===== config.mk =====
export PLATFORM = sky130hd
export DESIGN_NAME = bus_resp_mux
export DESIGN_NICKNAME = d
export VERILOG_FILES = /design/src/design/soc_pkg.sv /design/src/design/bus_resp_mux.sv
export VERILOG_INCLUDE_DIRS = /design/src /design/src/design
export SDC_FILE = /design/constraint.sdc
export NUM_CORES = 1
export LEC_CHECK = 0
export BUFFER_PORTS_ARGS = -buffer_cell sky130_fd_sc_hd__clkbuf_2
export CELL_PAD_IN_SITES_DETAIL_PLACEMENT = 1
export CELL_PAD_IN_SITES_GLOBAL_PLACEMENT = 2
export CORE_UTILIZATION = 10
export DETAILED_ROUTE_END_ITERATION = 10
export GPL_TIMING_DRIVEN = 0
export MAX_ROUTING_LAYER = met4
export PLACE_DENSITY = 0.95
export SLEW_MARGIN = 10
export SYNTH_ARGS = -nofsm -noshare
export SYNTH_HDL_FRONTEND = slang
export SYNTH_SLANG_ARGS = --single-unit

===== constraint.sdc =====
create_clock -name vclk -period 0.8
set_input_delay 0.08 -clock vclk [all_inputs]
set_output_delay 0.08 -clock vclk [all_outputs]
set_load 0.01 [all_outputs]

===== src/design/soc_cfg.svh =====
`ifndef SOC_CFG_SVH
`define SOC_CFG_SVH

// host bus widths
`define BUS_AW 32
`define BUS_DW 32
`define BUS_MW 4

// pad count
`define GPIO_W 20

// address map
`define MEM_BASE  32'h0000_0000
`define MEM_WORDS 256
`define GPIO_BASE 32'h4000_0000
`define GPIO_SPAN 32

// gpio register offsets from GPIO_BASE
`define GPIO_DATA_IN    32'h0000_0000
`define GPIO_DATA_OUT   32'h0000_0004
`define GPIO_DIR        32'h0000_0008
`define GPIO_INTR_EN    32'h0000_000C
`define GPIO_INTR_STATE 32'h0000_0010

`endif


===== src/design/soc_pkg.sv =====
`default_nettype none

package soc_pkg;

  // request opcodes, TL-UL channel A encoding
  typedef enum logic [2:0] {
    OP_PUT_FULL    = 3'h0,
    OP_PUT_PARTIAL = 3'h1,
    OP_GET         = 3'h4
  } tl_a_op_e;

  // response opcodes, TL-UL channel D encoding
  typedef enum logic [2:0] {
    OP_ACK      = 3'h0,
    OP_ACK_DATA = 3'h1
  } tl_d_op_e;

  // decoded target of a request
  typedef enum logic [1:0] {
    DEV_MEM  = 2'd0,
    DEV_GPIO = 2'd1,
    DEV_NONE = 2'd2
  } dev_sel_e;

endpackage

`default_nettype wire


===== src/design/bus_resp_mux.sv =====
`default_nettype none

`include "soc_cfg.svh"

module bus_resp_mux import soc_pkg::*; (
  input  wire                mem_valid_i,
  input  wire tl_d_op_e      mem_opcode_i,
  input  wire [`BUS_DW-1:0]  mem_data_i,
  input  wire                mem_error_i,

  input  wire                gpio_valid_i,
  input  wire tl_d_op_e      gpio_opcode_i,
  input  wire [`BUS_DW-1:0]  gpio_data_i,
  input  wire                gpio_error_i,

  input  wire                err_valid_i,
  input  wire tl_d_op_e      err_opcode_i,

  input  wire                d_ready_i,
  output logic               d_valid_o,
  output tl_d_op_e           d_opcode_o,
  output logic [`BUS_DW-1:0] d_data_o,
  output logic               d_error_o,
  output logic               rsp_done_o
);

  // at most one source is valid at a time
  always_comb begin
    d_valid_o  = 1'b0;
    d_opcode_o = OP_ACK;
    d_data_o   = '0;
    d_error_o  = 1'b0;
    if (mem_valid_i) begin
      d_valid_o  = 1'b1;
      d_opcode_o = mem_opcode_i;
      d_data_o   = mem_data_i;
      d_error_o  = mem_error_i;
    end else if (gpio_valid_i) begin
      d_valid_o  = 1'b1;
      d_opcode_o = gpio_opcode_i;
      d_data_o   = gpio_data_i;
      d_error_o  = gpio_error_i;
    end else if (err_valid_i) begin
      // unmapped address, no data
      d_valid_o  = 1'b1;
      d_opcode_o = err_opcode_i;
      d_error_o  = 1'b1;
    end
  end

  assign rsp_done_o = d_valid_o & d_ready_i;

endmodule

`default_nettype wire


==> summary.md <==
| Metric | Value |
|---|---|
| Mapped Area | 487 sq um |
| Setup crit end kind | output pin |
| Vias in the first global route | 894 |
| Worst EP required | between 0.7 and 0.8 ns |
| Max_cap viols | 0 |
| CP Launch Type | input port |
| Register area | 0 sq um |
| Seq/Total Area, Yosys | 0% |
| HP Class | input port to output pin |
| Hold-fix buffers at CTS | 0 |
| Pin count of the biggest net entering global routing | 11 |
| Seq_cells | 0 |
| Total Routing Usage GR | a little over 10% |
| Die area | 5150 sq um |
| Tmin final | 0.955 ns |
| Pre-CTS WS | -0.258 ns |
| Crit path max-delay family | buffers and inverters |
| Drt initial violations | 18 |
| Yosys warning total | 0 |
| Antenna Nets Post-Route | 0 |
| Min-delay src | d_ready_i |
| Design Area, Final | 1220 sq um |
| Site row count | 25 |
| Cell Pwr Density | between 500 and 600 nW/um^2 |
| # clk buffers | 0 |
| Crit-path cells | buf_12 -> nor2b_4 -> buf_6 -> buf_8 -> a22o_1 -> clkbuf_2 |
| CP bufs+invs | 4 |
| Status | complete, but fails checks |
| Worst path arrival time | around 0.87 ns |
| Die height | approximately 70 um |
| Dpl hpwl | 2370 um |
| Hold slack | 0.453 ns |
| Hold Path Stages | 3 |
| Post-route worst setup slack | -0.155 ns |
| Relative slew slack | between 80% and 90% |
| Failing checks | setup timing |
| Crit-path max FO | 10 |
| Area grow syn2layout | 150% |
| Ratio of cells with drive above 1 in the final layout | around three quarters |
| Starting Density | 10.4% |
| Initial antenna violation count | 0 |
| Max VDD drop | 0.125 mV |
| Die X-Extent | ~72 um |
| RD Place Congestion | between 0.6 and 0.7 |
| Final Cycle Share | 119% |
| F_max | 1.05 GHz |
| Port Buf Inserts | 115 |
| WL per Instance | 12.2 um |
| Syn_nets | 139 |
| Antenna Cells | 0 |
| Post-synth top area cell | a22o_1 |
| Leak pwr | between 0.7 and 0.8 nW |
| CP max stage delay | 0.18 ns |
| Worst slew pin tran | around 0.24 ns |
| RSZ-0062 raised after global routing | true |
| DRC violations left | 0 |
| I/O Pins | around 120 |
| Pins Over Slew Limit | 0 |
| Post-Synthesis Cells | 60 |
| Area share of the largest cell type after synthesis | 57.6% |
| Netlist cell types | 13 |
| Synth area leaders | a22o_1 58%, buf_6 14%, a21oi_1 6.2% |
| Core area | 4690 sq um |
| Hold path endpoint | rsp_done_o |
| Util after Layout | 25.9% |
| Final wirelength | approximately 2800 um |
| Setup CP Type | input port to output pin |
| Final Hold Fails | 0 |
| Critical-path top delay cell | a22o_1 |
| Router iterations before antenna repair | 4 |
| Fin nets | 260 |
| First-pass GRT wire length | about 4300 um |
| Vias per Instance | 4.19 |
| Avg Cell Area, Syn | 8.11 sq um |
| Placed cell areas | 1140 sq um |
| Total number of vias | 976 |
| Grt ovf | 0 |
| # setup viols final | 35 |
-- layer usage --
metal	vias up	track usage [%]	wire length, um
met5	-	-	0
met4	0	0	0
met3	0	0.985	226
met2	53	19.3	1490
met1	438	12.5	1140
li1	485	-	-
-- final cells by class --
class / instances / area [sq um]
Fill cell: 612 / 3470
Timing Repair Buffer: 120 / 651
Multi-Input combinational cell: 50 / 404
Tap cell: 54 / 67.6
Buffer: 9 / 95.1
-- what timing repair did --
action | 4_1_cts | 5_1_grt
setup endpoints to repair | 37 | 37
resized for setup | 14 | 12
buffers inserted | 4 | 0
gates cloned | 2 | 0
pin swaps | 7 | 5
-- how the worst max path moves through the flow --
stage	from	cells past startpoint	to	slack (ns)
detailed placement	mem_valid_i	4	d_data_o[15]	-0.26
global placement	mem_valid_i	4	d_data_o[10]	-0.25
floorplan	gpio_valid_i	5	d_data_o[10]	-0.03
finish	gpio_valid_i	6	d_data_o[15]	-0.15
CTS	gpio_valid_i	6	d_data_o[27]	-0.16
global route	mem_valid_i	6	d_data_o[15]	-0.19
-- cell usage in the layout (no fill, tap or decap), types with 3 or more instances in the layout --
cell type	Yosys	routed
buf_8	0	3
nand3b_1	3	3
nor2b_1	3	3
a22o_1	32	32
clkbuf_2	0	107
a21oi_1	6	6
buf_2	2	9
buf_6	6	7
-- synth_stat cells --
master,count
a21oi_1,6
nand3b_1,3
a22o_1,32
mux2i_1,1
buf_2,2
buf_6,6
o21ai_0,1
clkbuf_1,2
nor2b_1,3
and2_1,1
nand2_1,1
nor2b_4,1
or3_4,1
-- power breakdown --
| group | internal [mW] | switching (mW) |
|---|---|---|
| logic | 0.416 | 0.303 |
| clock network | 0 | 0 |
| registers | 0 | 0 |
-- cells by family after synthesis --
logic type      after synthesis  synth area share (%)
simple gates                 10                  15.7
buf+inv                      10                  17.5
mux                           1                  2.06
compound gates               39                  64.8
-- per-stage QoR --
stage,setup TNS [ns],power (mW),instances
floorplan,-0.847,0.324,60
global placement,-6.43,0.670,229
detailed placement,-6.71,0.683,229
CTS,-4.40,0.740,234
global route,-4.69,0.785,233
finish,-3.68,0.719,233
(Power assumes the default switching activity.)
