===== src/design/soc_cfg.svh =====
`ifndef SOC_CFG_SVH
`define SOC_CFG_SVH

// host bus widths
`define BUS_AW 32
`define BUS_DW 32
`define BUS_MW 4

// pad count
`define GPIO_W 20

// address map
`define MEM_BASE  32'h0000_0000
`define MEM_WORDS 256
`define GPIO_BASE 32'h4000_0000
`define GPIO_SPAN 32

// gpio register offsets from GPIO_BASE
`define GPIO_DATA_IN    32'h0000_0000
`define GPIO_DATA_OUT   32'h0000_0004
`define GPIO_DIR        32'h0000_0008
`define GPIO_INTR_EN    32'h0000_000C
`define GPIO_INTR_STATE 32'h0000_0010

`endif


===== src/design/soc_pkg.sv =====
`default_nettype none

package soc_pkg;

  // request opcodes, TL-UL channel A encoding
  typedef enum logic [2:0] {
    OP_PUT_FULL    = 3'h0,
    OP_PUT_PARTIAL = 3'h1,
    OP_GET         = 3'h4
  } tl_a_op_e;

  // response opcodes, TL-UL channel D encoding
  typedef enum logic [2:0] {
    OP_ACK      = 3'h0,
    OP_ACK_DATA = 3'h1
  } tl_d_op_e;

  // decoded target of a request
  typedef enum logic [1:0] {
    DEV_MEM  = 2'd0,
    DEV_GPIO = 2'd1,
    DEV_NONE = 2'd2
  } dev_sel_e;

endpackage

`default_nettype wire


===== src/design/bus_decode.sv =====
`default_nettype none

`include "soc_cfg.svh"

module bus_decode import soc_pkg::*; (
  input  wire                clock,
  input  wire                arst_n_i,

  input  wire                a_valid_i,
  output logic               a_ready_o,
  input  wire tl_a_op_e      a_opcode_i,
  input  wire [`BUS_AW-1:0]  a_address_i,

  input  wire                rsp_done_i,
  output logic               mem_req_o,
  output logic               gpio_req_o,

  // built-in error responder
  output logic               err_valid_o,
  output tl_d_op_e           err_opcode_o,
  input  wire                d_ready_i
);

  dev_sel_e dev_sel;
  logic     req_fire;
  logic     outstanding_q;

  // window compare, unsigned offset from each base
  always_comb begin
    if ((a_address_i - `MEM_BASE) < `BUS_AW'(`MEM_WORDS * 4)) begin
      dev_sel = DEV_MEM;
    end else if ((a_address_i - `GPIO_BASE) < `BUS_AW'(`GPIO_SPAN)) begin
      dev_sel = DEV_GPIO;
    end else begin
      dev_sel = DEV_NONE;
    end
  end

  // only one transaction in flight
  assign a_ready_o  = ~outstanding_q;
  assign req_fire   = a_valid_i & a_ready_o;
  assign mem_req_o  = req_fire & (dev_sel == DEV_MEM);
  assign gpio_req_o = req_fire & (dev_sel == DEV_GPIO);

  always_ff @(posedge clock or negedge arst_n_i) begin
    if (!arst_n_i) begin
      outstanding_q <= 1'b0;
    end else if (req_fire) begin
      outstanding_q <= 1'b1;
    end else if (rsp_done_i) begin
      outstanding_q <= 1'b0;
    end
  end

  // error response held until the host takes it
  always_ff @(posedge clock or negedge arst_n_i) begin
    if (!arst_n_i) begin
      err_valid_o <= 1'b0;
    end else if (req_fire && dev_sel == DEV_NONE) begin
      err_valid_o <= 1'b1;
    end else if (err_valid_o && d_ready_i) begin
      err_valid_o <= 1'b0;
    end
  end

  always_ff @(posedge clock) begin
    if (req_fire && dev_sel == DEV_NONE) begin
      err_opcode_o <= (a_opcode_i == OP_GET) ? OP_ACK_DATA : OP_ACK;
    end
  end

endmodule

`default_nettype wire


===== config.mk =====
export PLATFORM = sky130hd
export DESIGN_NAME = bus_decode
export DESIGN_NICKNAME = d
export VERILOG_FILES = /design/src/design/soc_pkg.sv /design/src/design/bus_decode.sv
export VERILOG_INCLUDE_DIRS = /design/src /design/src/design
export SDC_FILE = /design/constraint.sdc
export NUM_CORES = 1
export LEC_CHECK = 0
export ABC_AREA = 1
export BUFFER_PORTS_ARGS = -buffer_cell sky130_fd_sc_hd__buf_2
export CORE_AREA = 3 3 40 42
export DETAILED_ROUTE_END_ITERATION = 7
export DIE_AREA = 0 0 43 45
export PLACE_DENSITY = 0.69
export SETUP_SLACK_MARGIN = 0.2
export SYNTH_ARGS = -nofsm -noshare
export SYNTH_HDL_FRONTEND = slang
export SYNTH_SLANG_ARGS = --single-unit

===== constraint.sdc =====
create_clock -name clock -period 1.21 [get_ports clock]
set_input_delay 0.121 -clock clock [delete_from_list [all_inputs] [get_ports clock]]
set_output_delay 0.121 -clock clock [all_outputs]
set_load 0.01 [all_outputs]

==> results.json, run 1 <==
{
  "finalInstanceArea_um2": 642,
  "worst-r2r-setup-slack_ns": 0.22,
  "synth_warnings": 0,
  "synthDominantAreaCellType": "inv_1",
  "hpwl_um": 887,
  "grt_overflow": 0,
  "grt_pass1_wl_um": 1620,
  "hold_viol": 0,
  "p_total_uw": 453,
  "multiInputGateArea_um2": 233,
  "hp-class": "input port to flop",
  "reg2reg_from": "outstanding_q",
  "wl_met1_um": 343,
  "powerDensity_mw_per_mm2": 705,
  "ios": 47,
  "route.top_layer_used": "met3",
  "ys_ff_latch": 3,
  "synth.top_cell.area_share_pct": 18.6,
  "arrival_ns": 1.05,
  "intPower_uw": 321,
  "worstPathRequired_ns": 1.09,
  "syn_area_um2": 383,
  "avgSynthCellArea_um2": 5.32,
  "leakagePower_nw": 0.396,
  "synthAdderAreaFrac_pct": 0,
  "h-tree-depth": 1,
  "synth_cell_type_count": 13,
  "syn_inst": 72,
  "wl_um": 1040,
  "p_sw_uw": 132,
  "synth-compound-area-share_pct": 1.31,
  "grt_max_degree": 4,
  "portBuffers": 39,
  "fillers": 134,
  "grt_util_all_layers_pct": 11.0,
  "cts_tree": "yes",
  "reg2reg_to": "err_opcode_o[0]",
  "gp_congestion": 0.630,
  "crit_path_start_kind": "flop",
  "fin_util_pct": 50.0,
  "yosysSeqAreaShare_pct": 20.9,
  "clk_latency_ns": 0.23,
  "placed_cells": 125,
  "p_sw_share_pct": 29.1,
  "max_clock_freq_mhz": 852,
  "min_period_ns": 1.17,
  "core-area_mm2": 0.00128,
  "dp_slack_ns": 0.164,
  "grt_pass1_vias": 492,
  "maxSlewViolCount": 0,
  "cts.sinks": 3,
  "start_util_pct": 29.8,
  "ant_nets": 0,
  "setup_slack_ns": 0.0363,
  "hp-start": "rsp_done_i",
  "die_area_mm2": 0.00194,
  "status": "finished clean",
  "drive_above_1_share_pct": 49.1,
  "rows": 13,
  "met3_length_um": 82,
  "hold-path-cell-count": 2,
  "cts_buffer_depth": 2,
  "finalClockSkew_ns": 0.00119,
  "synth_top_family_by_area": "simple AND/OR/NAND/NOR gates",
  "instances_no_fill": 131,
  "synthSimpleGateAreaFrac_pct": 54.2,
  "numCtsBuffers": 3,
  "min_period_over_period_pct": 97.0,
  "syn_to_final_growth_pct": 67.6,
  "antennaDiodeCount": 0,
  "maxCapViolations": 0,
  "root_buffer": "clkbuf_4",
  "viasPerCell": 4.00,
  "antenna_found_initial": 0,
  "wire_per_inst_um": 7.93,
  "num-nets-final": 157,
  "via_count": 524,
  "first_iter_violations": 5,
  "clock_power_share_pct": 38.2,
  "die_y_um": 45,
  "vdd_drop_max_mv": 0.233,
  "rsz0062_at_grt": "true",
  "die_x_um": 43,
  "endpoint_kind": "output port",
  "wl_met2_um": 613,
  "dpl_cell_area_um2": 586,
  "min_to": "outstanding_q",
  "reg2reg_depth": 5,
  "critPathMaxFanout": 3,
  "path_class": "flop to output port",
  "drtPass1Iterations": 2,
  "setup_viol": 0,
  "seq_area_um2": 80.1,
  "clk_pin_slew_ns": 0.04,
  "synthXorXnorAreaFrac_pct": 0,
  "drc": 0,
  "synth.area.top_cells": "inv_1, nand2_1, nor2_1",
  "p_seq_share_pct": 27.2,
  "synthMuxAreaShare_pct": 0,
  "combinationalPowerShare_pct": 34.7
}
registers in the layout, indices dropped and copies added, names as in the netlist:
register       flops
err_valid_o        1
err_opcode_o       1
outstanding_q      1
per-layer routing:
layer / GRT usage (%) / vias to the layer above
met5: 0 / -
met4: 7.23 / 0
met1: 10.7 / 216
li1: - / 287
met3: 1.59 / 0
met2: 21.6 / 21
synthesized netlist by cell type:
master and instances:
conb_1 1, nor2_2 5, nand3_2 2, edfxtp_1 1, nand2_2 1, nand2_1 17, nand3_1 3, dfrtp_1 2
nor2_1 17, o21ai_0 1, nor3b_1 1, inv_1 19, buf_4 2
repair_timing:
| action | in CTS | in global routing |
|---|---|---|
| setup endpoints to repair | 3 | 3 |
| resized for setup | 2 | 4 |
| hold buffers | 1 | 0 |
| pin swaps | 1 | 2 |
| gates cloned | 0 | 0 |
| endpoints found under the hold margin | 2 | 0 |
| setup buffers | 1 | 0 |
final cells by class:
cell class              count  share of cell area, %
clock buffers               4                   4.09
flip-flops and latches      3                   12.5
repair buffers             41                   33.1
inverters                  19                   11.1
multi-input cells          49                   36.3
well taps                  15                   2.92
power by group through the flow:
stage,Combinational [mW],Clock (mW),Sequential (mW)
after global placement,0.136,0,0.124
after global routing,0.178,0.190,0.124
after floorplan,0.0635,0,0.129
final,0.157,0.173,0.123
after CTS,0.152,0.180,0.123
after detailed placement,0.141,0,0.124
layout by cell type (no fill, tap or decap), types with 2 or more instances in the layout:
master	instances
buf_2	39
clkbuf_4	3
conb_1	2
dfrtp_1	2
inv_1	16
inv_2	3
nand2_1	16
nand3_1	3
nand3_2	2
nor2_1	15
nor2_2	7
how the worst max path moves through the flow:
stage	depth (start not counted)	end	startpoint	slack, ns
after floorplan	5	err_opcode_o[0]	outstanding_q	0.21
after global routing	6	gpio_req_o	outstanding_q	-0.02
after detailed placement	7	err_opcode_o[0]	a_address_i[19]	0.16
final	6	gpio_req_o	outstanding_q	0.04
after global placement	9	err_opcode_o[0]	a_address_i[13]	0.19
after CTS	6	gpio_req_o	outstanding_q	0.03
critical path, cell delays in order (launching register included):
cell     delay [ns]
dfrtp_1        0.36
inv_2          0.08
nand2_4        0.06
inv_2          0.06
nand2_1        0.05
nor2_1         0.08
buf_2          0.13
kinds of logic (layout without fill, tap and decap cells):
| family | Yosys count | after routing |
|---|---|---|
| and+or+nand+nor | 46 | 46 |
| buffers and inverters | 21 | 64 |
| DFF | 3 | 3 |
| other | 1 | 2 |
| AOI/OAI and AO/OA | 1 | 1 |
stage by stage:
stage | setup TNS (ns) | hold slack [ns]
2_1_floorplan | 0 | -0.175
3_3_place_gp | 0 | -0.0917
3_5_place_dp | 0 | -0.0912
4_1_cts | 0 | 0.0831
5_1_grt | -0.0246 | 0.0992
6_report | 0 | 0.0910
Note: power is estimated with default switching activity, not from simulation.
==> inputs of run 2 (changes only) <==
--- a/config.mk
+++ b/config.mk
@@ -6,12 +6,12 @@
 export SDC_FILE = /design/constraint.sdc
 export NUM_CORES = 1
 export LEC_CHECK = 0
-export ABC_AREA = 1
+export ABC_AREA = 0
 export BUFFER_PORTS_ARGS = -buffer_cell sky130_fd_sc_hd__buf_2
 export CORE_AREA = 3 3 40 42
 export DETAILED_ROUTE_END_ITERATION = 7
 export DIE_AREA = 0 0 43 45
-export PLACE_DENSITY = 0.69
+export PLACE_DENSITY = 0.6
 export SETUP_SLACK_MARGIN = 0.2
 export SYNTH_ARGS = -nofsm -noshare
 export SYNTH_HDL_FRONTEND = slang
==> results.json, run 2 <==
{
  "ios": 47,
  "avgSynthCellArea_um2": 9.02,
  "viasPerCell": 4.28,
  "synth_warnings": 0,
  "h-tree-depth": 1,
  "maxSlewViolCount": 0,
  "drtPass1Iterations": 1,
  "cts.sinks": 3,
  "first_iter_violations": 0,
  "arrival_ns": 1.45,
  "syn_to_final_growth_pct": 110,
  "setup_viol": 2,
  "critPathMaxFanout": 2,
  "die_x_um": 43,
  "worstPathRequired_ns": 1.09,
  "root_buffer": "clkbuf_4",
  "worst-r2r-setup-slack_ns": 0.03,
  "hp-class": "input port to flop",
  "post-synth-top-count-cell": "nor4_1",
  "syn_area_um2": 262,
  "die_area_mm2": 0.00194,
  "grt_pass1_vias": 346,
  "hpwl_um": 759,
  "drc": 0,
  "grt_pass1_wl_um": 1250,
  "dpl_cell_area_um2": 494,
  "reg2reg_to": "err_opcode_o[0]",
  "synth.area.top_cells": "dfrtp_1, edfxtp_1, nor4_1",
  "cts_tree": "yes",
  "reg2reg_depth": 4,
  "setup_slack_ns": -0.366,
  "maxCapViolations": 0,
  "max_clock_freq_mhz": 635,
  "leakagePower_nw": 0.286,
  "finalInstanceArea_um2": 549,
  "dp_slack_ns": -0.348,
  "syn_inst": 29,
  "startpoint": "a_address_i[20]",
  "vdd_drop_max_mv": 0.644,
  "num-nets-final": 115,
  "grt_max_degree": 4,
  "reg_top3": "err_opcode_o x1, err_valid_o x1, outstanding_q x1",
  "status": "finished, violations left",
  "synth_cell_type_count": 21,
  "clk_pin_slew_ns": 0.03,
  "reg2reg_from": "outstanding_q",
  "min_period_ns": 1.58,
  "synth_edf_count": 1,
  "path_class": "input port to output port",
  "ant_nets": 0,
  "yosys_most_used_dff": "dfrtp_1",
  "core-area_mm2": 0.00128,
  "start_util_pct": 20.4,
  "die_y_um": 45,
  "portBuffers": 39,
  "antennaDiodeCount": 0,
  "postCtsSetupRepairBufs": 0,
  "final_common_cell": "buf_2",
  "numCtsBuffers": 3,
  "failed_checks": "negative setup slack",
  "drive_above_1_share_pct": 67.6,
  "synth.top_cell.area_share_pct": 19.1,
  "cp-endpoint": "gpio_req_o",
  "wire_per_inst_um": 9.17,
  "grt_overflow": 0,
  "rsz0062_at_grt": "true",
  "powerDensity_mw_per_mm2": 798,
  "clk_latency_ns": 0.23,
  "hold-path-cell-count": 2,
  "yosysSeqAreaShare_pct": 30.6,
  "ys_ff_latch": 3,
  "cts_buffer_depth": 2,
  "antenna_found_initial": 0,
  "via_count": 381,
  "layout_common_cells": "buf_2, nor4_1, clkbuf_4, buf_6",
  "endpoint_kind": "output port",
  "synthDominantAreaCellType": "dfrtp_1",
  "grt_util_all_layers_pct": 8.43,
  "gp_congestion": 0.639,
  "crit_path_start_kind": "input port",
  "hold_viol": 0,
  "wl_um": 816,
  "rows": 13,
  "min_period_over_period_pct": 130,
  "synthArstFlopShare_pct": 66.7,
  "finalClockSkew_ns": 0.00426
}
-- run 2: changes by cell type after synthesis, sizes merged, moves of 3 or more --
cell / change
inv: -18
nor2: -21
nor4: +3
nand3: -5
nand2: -18
-- run 2: layer usage --
| metal | wire, um | vias to the layer above | part of all wire (%) | global-route usage [%] |
|---|---|---|---|---|
| met3 | 158 | 0 | 19 | 5.98 |
| met5 | 0 | - | 0 | 0 |
| met2 | 369 | 29 | 45 | 14.4 |
| met4 | 0 | 0 | 0 | 0 |
| met1 | 288 | 151 | 35 | 9.22 |
| li1 | - | 201 | - | - |
-- run 2: logic make-up after synthesis --
kind of cell,count (synthesis),synth area share [%]
simple gates,17,47.8
compound gates,5,12.9
flops,3,30.6
buf+inv,3,7.17
other cells,1,1.43
-- run 2: power breakdown --
part / switching [mW] / total [mW] / internal (mW)
Sequential: 0.00490 / 0.126 / 0.121
Combinational: 0.0546 / 0.143 / 0.0884
Clock: 0.0462 / 0.169 / 0.123
Total: 0.106 / 0.438 / 0.333
-- run 2: worst max-delay path: stages --
cell     delay [ns]
buf_6          0.09
or4_4          0.52
or3_4          0.42
nor3b_4        0.16
buf_2          0.15
-- run 2: area by class of cell --
class | instances | area (um^2)
clock buffer | 4 | 26.3
timing repair buffer | 42 | 239
sequential | 3 | 80.1
fill | 136 | 736
inverter | 1 | 3.75
multi-input combinational | 24 | 181
tap | 15 | 18.8
-- run 2: worst min-delay path by stage --
stage          startpoint            end
4_1_cts        rsp_done_i  outstanding_q
5_1_grt        rsp_done_i  outstanding_q
6_report       rsp_done_i  outstanding_q
3_5_place_dp     arst_n_i    err_valid_o
3_3_place_gp     arst_n_i  outstanding_q
2_1_floorplan    arst_n_i    err_valid_o
-- run 2: through the flow --
stage	util [%]	hold WS (ns)	total power, mW	setup TNS [ns]	instances
after detailed placement	38.5	-0.0920	0.259	-0.875	84
after CTS	42.3	0.0645	0.443	-0.692	89
after floorplan	-	-0.175	0.178	-0.222	30
after global placement	38.5	-0.0917	0.257	-0.874	84
after global routing	42.7	0.0974	0.478	-0.823	89
final	42.7	0.0697	0.438	-0.675	89
-- run 2: timing repair --
action                                  CTS  global route
gates resized for setup                   3             1
pin swaps                                 4             0
endpoints found under the setup margin    5             5
hold endpoints to repair                  2             0
hold buffers                              1             0
