File: src/design/soc_cfg.svh
`ifndef SOC_CFG_SVH
`define SOC_CFG_SVH

// host bus widths
`define BUS_AW 32
`define BUS_DW 32
`define BUS_MW 4

// pad count
`define GPIO_W 20

// address map
`define MEM_BASE  32'h0000_0000
`define MEM_WORDS 256
`define GPIO_BASE 32'h4000_0000
`define GPIO_SPAN 32

// gpio register offsets from GPIO_BASE
`define GPIO_DATA_IN    32'h0000_0000
`define GPIO_DATA_OUT   32'h0000_0004
`define GPIO_DIR        32'h0000_0008
`define GPIO_INTR_EN    32'h0000_000C
`define GPIO_INTR_STATE 32'h0000_0010

`endif

File: src/design/soc_pkg.sv
`default_nettype none

package soc_pkg;

  // request opcodes, TL-UL channel A encoding
  typedef enum logic [2:0] {
    OP_PUT_FULL    = 3'h0,
    OP_PUT_PARTIAL = 3'h1,
    OP_GET         = 3'h4
  } tl_a_op_e;

  // response opcodes, TL-UL channel D encoding
  typedef enum logic [2:0] {
    OP_ACK      = 3'h0,
    OP_ACK_DATA = 3'h1
  } tl_d_op_e;

  // decoded target of a request
  typedef enum logic [1:0] {
    DEV_MEM  = 2'd0,
    DEV_GPIO = 2'd1,
    DEV_NONE = 2'd2
  } dev_sel_e;

endpackage

`default_nettype wire

File: src/design/gpio.sv
`default_nettype none

`include "soc_cfg.svh"

module gpio import soc_pkg::*; (
  input  wire                clock,
  input  wire                arst_n_i,

  input  wire                req_i,
  input  wire tl_a_op_e      opcode_i,
  input  wire [`BUS_AW-1:0]  addr_i,
  input  wire [`BUS_DW-1:0]  wdata_i,

  input  wire                d_ready_i,
  output logic               d_valid_o,
  output tl_d_op_e           d_opcode_o,
  output logic [`BUS_DW-1:0] d_data_o,
  output logic               d_error_o,

  // pad side
  input  wire [`GPIO_W-1:0]  gpio_in_i,
  output logic [`GPIO_W-1:0] gpio_out_o,
  output logic [`GPIO_W-1:0] gpio_oe_o,
  output logic               intr_o
);

  logic [`BUS_AW-1:0] offset;
  logic               is_get;
  logic               reg_known;
  logic               wr_en;
  logic [`BUS_DW-1:0] rd_data;

  logic [`GPIO_W-1:0] data_out_q;
  logic [`GPIO_W-1:0] dir_q;
  logic [`GPIO_W-1:0] intr_en_q;
  logic [`GPIO_W-1:0] intr_state_q;
  logic [`GPIO_W-1:0] sync_q;
  logic [`GPIO_W-1:0] data_in_q;
  logic [`GPIO_W-1:0] data_in_prev_q;
  logic [`GPIO_W-1:0] rise;
  logic [`GPIO_W-1:0] intr_clr;

  assign offset = addr_i - `GPIO_BASE;
  assign is_get = (opcode_i == OP_GET);

  // register read mux, unknown offsets flagged
  always_comb begin
    reg_known = 1'b1;
    rd_data   = '0;
    case (offset)
      `GPIO_DATA_IN:    rd_data = `BUS_DW'(data_in_q);
      `GPIO_DATA_OUT:   rd_data = `BUS_DW'(data_out_q);
      `GPIO_DIR:        rd_data = `BUS_DW'(dir_q);
      `GPIO_INTR_EN:    rd_data = `BUS_DW'(intr_en_q);
      `GPIO_INTR_STATE: rd_data = `BUS_DW'(intr_state_q);
      default:          reg_known = 1'b0;
    endcase
  end

  assign wr_en = req_i & ~is_get & reg_known;

  // writes to DATA_IN fall through with no effect
  always_ff @(posedge clock or negedge arst_n_i) begin
    if (!arst_n_i) begin
      data_out_q <= '0;
      dir_q      <= '0;
      intr_en_q  <= '0;
    end else if (wr_en) begin
      if (offset == `GPIO_DATA_OUT) begin
        data_out_q <= wdata_i[`GPIO_W-1:0];
      end
      if (offset == `GPIO_DIR) begin
        dir_q <= wdata_i[`GPIO_W-1:0];
      end
      if (offset == `GPIO_INTR_EN) begin
        intr_en_q <= wdata_i[`GPIO_W-1:0];
      end
    end
  end

  // two-flop synchronizer, then one more stage for edge detect
  always_ff @(posedge clock or negedge arst_n_i) begin
    if (!arst_n_i) begin
      sync_q         <= '0;
      data_in_q      <= '0;
      data_in_prev_q <= '0;
    end else begin
      sync_q         <= gpio_in_i;
      data_in_q      <= sync_q;
      data_in_prev_q <= data_in_q;
    end
  end

  assign rise     = data_in_q & ~data_in_prev_q;
  assign intr_clr = (wr_en && offset == `GPIO_INTR_STATE) ? wdata_i[`GPIO_W-1:0] : '0;

  // write one to clear; a new edge wins over the clear
  always_ff @(posedge clock or negedge arst_n_i) begin
    if (!arst_n_i) begin
      intr_state_q <= '0;
    end else begin
      intr_state_q <= (intr_state_q & ~intr_clr) | rise;
    end
  end

  assign intr_o     = |(intr_state_q & intr_en_q);
  assign gpio_out_o = data_out_q;
  assign gpio_oe_o  = dir_q;

  always_ff @(posedge clock or negedge arst_n_i) begin
    if (!arst_n_i) begin
      d_valid_o <= 1'b0;
    end else if (req_i) begin
      d_valid_o <= 1'b1;
    end else if (d_ready_i) begin
      d_valid_o <= 1'b0;
    end
  end

  always_ff @(posedge clock) begin
    if (req_i) begin
      d_opcode_o <= is_get ? OP_ACK_DATA : OP_ACK;
      d_data_o   <= is_get ? rd_data : '0;
      d_error_o  <= ~reg_known;
    end
  end

endmodule

`default_nettype wire

File: config.mk
export PLATFORM = sky130hd
export DESIGN_NAME = gpio
export DESIGN_NICKNAME = d
export VERILOG_FILES = /design/src/design/soc_pkg.sv /design/src/design/gpio.sv
export VERILOG_INCLUDE_DIRS = /design/src /design/src/design
export SDC_FILE = /design/constraint.sdc
export NUM_CORES = 1
export LEC_CHECK = 0
export BUFFER_PORTS_ARGS = -buffer_cell sky130_fd_sc_hd__buf_2
export CAP_MARGIN = 20
export CORE_ASPECT_RATIO = 0.5
export CORE_MARGIN = 10
export CORE_UTILIZATION = 48
export CTS_CLUSTER_DIAMETER = 50
export DETAILED_ROUTE_END_ITERATION = 10
export PLACE_DENSITY = 0.76
export SLEW_MARGIN = 10
export SYNTH_ARGS = -nofsm -noshare
export SYNTH_HDL_FRONTEND = slang
export SYNTH_SLANG_ARGS = --single-unit
export TNS_END_PERCENT = 30
File: constraint.sdc
create_clock -name clock -period 1.3 [get_ports clock]
set_input_delay 0.065 -clock clock [delete_from_list [all_inputs] [get_ports clock]]
set_output_delay 0.065 -clock clock [all_outputs]
set_load 0.01 [all_outputs]
==> results of run 1 <==
==> cell usage after synthesis (2+ instances only) <==
library cell / count / share of area [%]
buf_1: 2 / 0.11
a22oi_1: 2 / 0.22
nor3_1: 3 / 0.22
mux2_4: 40 / 8.7
dfrtp_1: 141 / 51
inv_1: 24 / 1.3
mux2_2: 40 / 6.5
clkbuf_1: 24 / 1.3
nor4_1: 7 / 0.64
nand4_1: 23 / 2.1
and2_1: 20 / 1.8
o31ai_1: 20 / 2.2
a221oi_1: 4 / 0.51
nand3_1: 2 / 0.15
edfxtp_1: 22 / 9.6
nand2_1: 5 / 0.27
or4_4: 2 / 0.33
buf_2: 4 / 0.29
buf_6: 4 / 0.65
mux2i_1: 20 / 2.9
a32oi_1: 20 / 2.5
a22o_1: 4 / 0.51
o22ai_1: 20 / 1.8
buf_4: 14 / 1.5
o21ai_0: 20 / 1.5
==> power groups by stage <==
stage,Clock (W),Combinational [W],Sequential [W]
finish,0.00495,0.000963,0.00536
global route,0.00516,0.00101,0.00536
CTS,0.00485,0.000855,0.00534
detailed placement,0,0.000701,0.00544
global placement,0,0.000687,0.00543
floorplan,0,0.000219,0.00544
==> cells by family (layout without fill, tap and decap cells) <==
| logic type | Yosys count | count (layout) | share of synthesized area [%] |
|---|---|---|---|
| AOI/OAI and AO/OA | 92 | 92 | 9.43 |
| DFF | 163 | 163 | 60.9 |
| other | 1 | 14 | 0.0545 |
| and+or+nand+nor | 68 | 68 | 6.27 |
| buffers and inverters | 72 | 354 | 5.20 |
| muxes | 100 | 100 | 18.2 |
==> stage by stage <==
step	power [W]	worst slack [ns]	utilization, %	setup TNS [ns]	instances
floorplan	0.00566	-0.394	-	-27.75	509
global placement	0.00612	-0.662	62.5	-55.23	895
detailed placement	0.00614	-0.682	62.5	-56.76	895
CTS	0.0110	-0.587	72.2	-11.37	978
global route	0.0115	-0.738	74.5	-17.62	983
finish	0.0113	-0.767	74.5	-16.24	983
==> per-layer routing <==
metal	global-route usage [%]	up-vias	part of all wire (%)
met5	0	-	0.048
met4	9.97	2	6.2
met3	10.5	171	14
met2	37.0	587	42
met1	29.8	2873	37
li1	-	2394	-
==> registers in the layout (all words and copies together) (netlist names) <==
signal          cells
d_data_o           20
d_error_o           1
d_opcode_o          1
d_valid_o           1
data_in_prev_q     20
data_in_q          20
gpio_oe_o          20
gpio_out_o         20
intr_en_q          20
intr_state_q       20
sync_q             20
==> timing repair <==
action / CTS / global route
endpoints found under the setup margin: 81 / 87
hold buffers: 42 / 0
gates cloned: 3 / 2
hold endpoints to repair: 226 / 0
pin swaps: 28 / 20
setup buffers: 9 / 9
resized for setup: 35 / 56
==> worst paths after layout <==
| kind | end | slack (ns) | depth (start not counted) | startpoint |
|---|---|---|---|---|
| max reg2reg | d_data_o[3] | -0.23 | 4 | data_in_q[3] |
| min | d_opcode_o[0] | 0.01 | 2 | req_i |
| min reg2reg | data_in_q[15] | 0.35 | 0 | sync_q[15] |
| max in group asynchronous | intr_en_q[12] | 0.61 | 3 | arst_n_i |
| min in group asynchronous | data_in_prev_q[15] | 0.13 | 2 | arst_n_i |
| max | intr_o | -0.77 | 5 | intr_en_q[15] |
==> final cells by class <==
| class | instances | area, um^2 |
|---|---|---|
| repair buffers | 299 | 2300 |
| clock inverters | 14 | 138 |
| inverters | 24 | 90.1 |
| fillers | 762 | 3510 |
| flip-flops and latches | 163 | 4190 |
| clock buffers | 17 | 425 |
| multi-input cells | 274 | 2880 |
| well taps | 192 | 240 |
==> impl_metrics.toml, run 1 <==
[min_path]
worstHoldPathType = "input pin to register"

[clock_tree]
numCtsBuffers = 17
htreeDepth = 4
cts_buffer_depth = 2
clk_pin_slew_worst_paths_ns = 0.07
cts_tree = "built"
clk_latency_ns = 0.44
root_buffer = "clkbuf_16"
cts_sinks = 163

[power_and_ir_drop]
leakage_nw = 4.91
p_sw_share_pct = 26.7
switchingPower_w = 0.00300
p_int_w = 0.00827
ir_drop_mv = 0.855
combPwrFrac_pct = 8.5
p_clk_share_pct = 43.9
p_seq_share_pct = 47.5
p_per_area_nw_per_um2 = 1100

[die]
core_um2 = 13800
row_count = 30
die_area_um2 = 19800
die_h_um = 105
pin_count = 169
start_util_pct = 50.0
die_x_um = 189

[synth]
netlist_instances = 496
synth_seq_cells = 163
yosysWarningCount = 0
synthArstFlopShare_pct = 86.5
avgSynthCellArea_um2 = 13.9
synth_ff_type = "dfrtp_1"
synth_edf_count = 22
ys_seq_area_share_pct = 60.9
ys_types = 34
synth_area_um2 = 6880

[detailed_routing]
drt.antenna.violating_nets = 0
routed_wl_mm = 26.9
drtIter0Drc = 704
via_count = 6027
drc_errors = 0
dr.pass1.iters = 6
avgRoutedWirePerCell_um = 27.4
vias_per_cell = 6.13

[setup_path]
crit_path_top_delay_cell = "dfrtp_1"
crit_path_max_incr_delay_ns = 0.42
cp-end-kind = "primary output"
path_cells = "a22o_1 > a221oi_2 > and3_1 > nand4_1 > buf_2"
critPathKind = "register to primary output"
worstPathArrival_ns = 2.00
crit_path_start_kind = "register"
cp_max_fo = 2
path_buf_inv = 1
critPathTopFamily = "compound AO/OA/AOI/OAI gates"
crit_required_ns = 1.24

[grt]
groute.usage.overall_pct = 24.3
grt_max_degree = 46
grt_pass1_vias = 6198
overflow = 0
antenna_found_initial = 1
grt_pass1_wl_mm = 37.3

[timing]
finalHoldViolCount = 0
fmax_ghz = 0.484
setup_violations = 84
finalCritPeriodShare_pct = 159
fin_worst_skew_ns = 0.0114
timing.final.ws_setup_ns = -0.767
rsz0062_at_grt = "true"
fin_hold_ws_ns = 0.00985
slew_violations = 0
min_period_ns = 2.07

[placement]
hpwl_mm = 15.3
placed_cell_area_um2 = 8610
io_buffers = 142
place_congestion = 0.958

[job]
maxCapViolCount = 0

[cells_and_area]
antenna_cells = 0
layout-drive-gt1-share_pct = 53.7
final_common_cell = "dfrtp_1"
areaGrowthSynthToFinish_pct = 49.1
finalInstanceArea_um2 = 10300
layout_common_cells = "dfrtp_1, buf_2, buf_4"
layout.nets = 870

[run_status]
violations = "setup timing"
status = "finished with violations"
Note: power is estimated with default switching activity, not from simulation.
==> run 2: changes to the inputs <==
--- a/config.mk
+++ b/config.mk
@@ -8,7 +8,7 @@
 export LEC_CHECK = 0
 export BUFFER_PORTS_ARGS = -buffer_cell sky130_fd_sc_hd__buf_2
 export CAP_MARGIN = 20
-export CORE_ASPECT_RATIO = 0.5
+export CORE_ASPECT_RATIO = 1.4
 export CORE_MARGIN = 10
 export CORE_UTILIZATION = 48
 export CTS_CLUSTER_DIAMETER = 50
==> run 2 against run 1 <==
The run still ends with setup timing left. Critical path depth stayed put. Via count shrank 7.0%. Non-clock buffer count up 2. Flip-flop and latch count unchanged. Core utilization fell by 2.9 points. Die area decreased by 1.1%. Global-route usage is 2.4 points lower. Largest power group unchanged. Cell count fell by 0.41%. Sequential power barely moved. First-iteration DRC count is 25% lower. Clock-buffer cell count is the same. Sequential share of layout area rose by 1.0 points.
==> impl_metrics.toml, run 2 (same netlist as run 1, synthesis figures left out) <==
[placement]
place_congestion = 0.891
hpwl_mm = 14.0
placed_cell_area_um2 = 8490
io_buffers = 142

[die]
start_util_pct = 49.3
pin_count = 169
die_h_um = 162
core_um2 = 14000
die_x_um = 121
die_area_um2 = 19600
row_count = 51

[power_and_ir_drop]
p_per_area_nw_per_um2 = 1110
ir_drop_mv = 0.898
leakage_nw = 4.84

[timing]
fin_hold_ws_ns = 0.0908
rsz0062_at_grt = "true"
finalCritPeriodShare_pct = 149
min_period_ns = 1.93
finalHoldViolCount = 0
fin_worst_skew_ns = 0.0103
timing.final.ws_setup_ns = -0.635
fin_setup_tns_ns = -18.05
slew_violations = 0
fmax_ghz = 0.517
setup_violations = 81

[grt]
grt_max_degree = 50
antenna_found_initial = 0
groute.usage.overall_pct = 21.9
grt_pass1_vias = 6034
grt_pass1_wl_mm = 33.6
overflow = 0

[setup_path]
worstPathArrival_ns = 1.87
crit_required_ns = 1.24
critPathKind = "register to primary output"
cp-end-kind = "primary output"
crit_path_start_kind = "register"
cp_max_fo = 2

[clock_tree]
cts_buffer_depth = 2
cts_sinks = 163
clk_pin_slew_worst_paths_ns = 0.06
cts_tree = "built"
htreeDepth = 4
clk_latency_ns = 0.42
root_buffer = "clkbuf_16"
numCtsBuffers = 17

[detailed_routing]
vias_per_cell = 5.73
drtIter0Drc = 528
routed_wl_mm = 22.1
drc_errors = 0
dr.pass1.iters = 5
via_count = 5606
drt.antenna.violating_nets = 0
avgRoutedWirePerCell_um = 22.5

[cells_and_area]
antenna_cells = 0
fillers = 855
layout.nets = 872
final_common_cell = "dfrtp_1"
layout_common_cells = "dfrtp_1, buf_2, buf_4"
finalInstanceArea_um2 = 10000
areaGrowthSynthToFinish_pct = 45.3
layout-drive-gt1-share_pct = 49.6
fin_util_pct = 71.6

[run_status]
status = "finished with violations"
violations = "setup timing"

[min_path]
worstHoldPathType = "input pin to asynchronous set/reset pin"

[job]
maxCapViolCount = 0
-- run 2: cell count changes in the layout (fill, tap and decap cells not counted), moves of 4 or more --
cell | previous run | this run
a32oi_1 | 2 | 19
a32oi_2 | 15 | 1
o22ai_1 | 11 | 20
buf_12 | 14 | 6
o22ai_2 | 8 | 0
buf_4 | 92 | 98
inv_6 | 7 | 3
-- run 2: worst max-delay path: stages, from the launching register on --
cell and delay [ns]:
dfrtp_1 0.42, a22o_1 0.24, a221oi_2 0.24, and3_1 0.20, nand4_1 0.15, buf_2 0.19
-- run 2: where the power goes --
| group | internal (W) | switching, W | total [W] |
|---|---|---|---|
| Combinational | 0.000387 | 0.000446 | 0.000833 |
| Clock | 0.00284 | 0.00209 | 0.00493 |
| Sequential | 0.00529 | 0.0000509 | 0.00534 |
-- run 2: per-layer routing --
layer	share of wire (%)	up-vias	GRT usage [%]
met5	0	-	0
met1	37	2748	24.8
met4	4.7	0	11.9
met3	9.7	83	6.32
li1	-	2386	-
met2	49	389	36.4
-- run 2: metrics by stage --
| stage | power (W) | setup slack, ns | cells |
|---|---|---|---|
| after detailed placement | 0.00610 | -0.729 | 884 |
| after CTS | 0.0111 | -0.563 | 972 |
| after floorplan | 0.00566 | -0.394 | 509 |
| after global routing | 0.0114 | -0.728 | 979 |
| after global placement | 0.00608 | -0.691 | 884 |
| final | 0.0111 | -0.635 | 979 |
-- run 2: repair_timing --
item	in CTS	in global routing
hold endpoints to repair	227	0
gates resized for setup	42	19
buffers inserted	10	5
endpoints found under the setup margin	81	96
gates cloned	4	2
pin swaps	12	10
hold buffers	42	0
-- run 2: path summary, 6_finish.rpt --
| check | cells past startpoint | end | slack [ns] | from |
|---|---|---|---|---|
| setup / recovery | 5 | intr_o | -0.63 | intr_en_q[11] |
| hold / removal | 2 | sync_q[11] | 0.09 | arst_n_i |
| setup reg to reg | 4 | d_data_o[12] | -0.11 | data_in_q[12] |
| hold reg to reg | 0 | data_in_q[17] | 0.35 | sync_q[17] |
| max in group asynchronous | 3 | intr_en_q[8] | 0.65 | arst_n_i |
| min in group clock | 4 | d_error_o | 0.12 | addr_i[0] |
-- run 2: layout make-up --
| type | instances | area [um^2] | area share (%) |
|---|---|---|---|
| sequential | 163 | 4190 | 41.9 |
| tap | 185 | 231 | 2.31 |
| inverter | 24 | 90.1 | 0.901 |
| timing repair buffer | 301 | 2280 | 22.8 |
| multi-input combinational | 274 | 2620 | 26.2 |
| clock buffer | 17 | 425 | 4.25 |
| clock inverter | 15 | 159 | 1.59 |
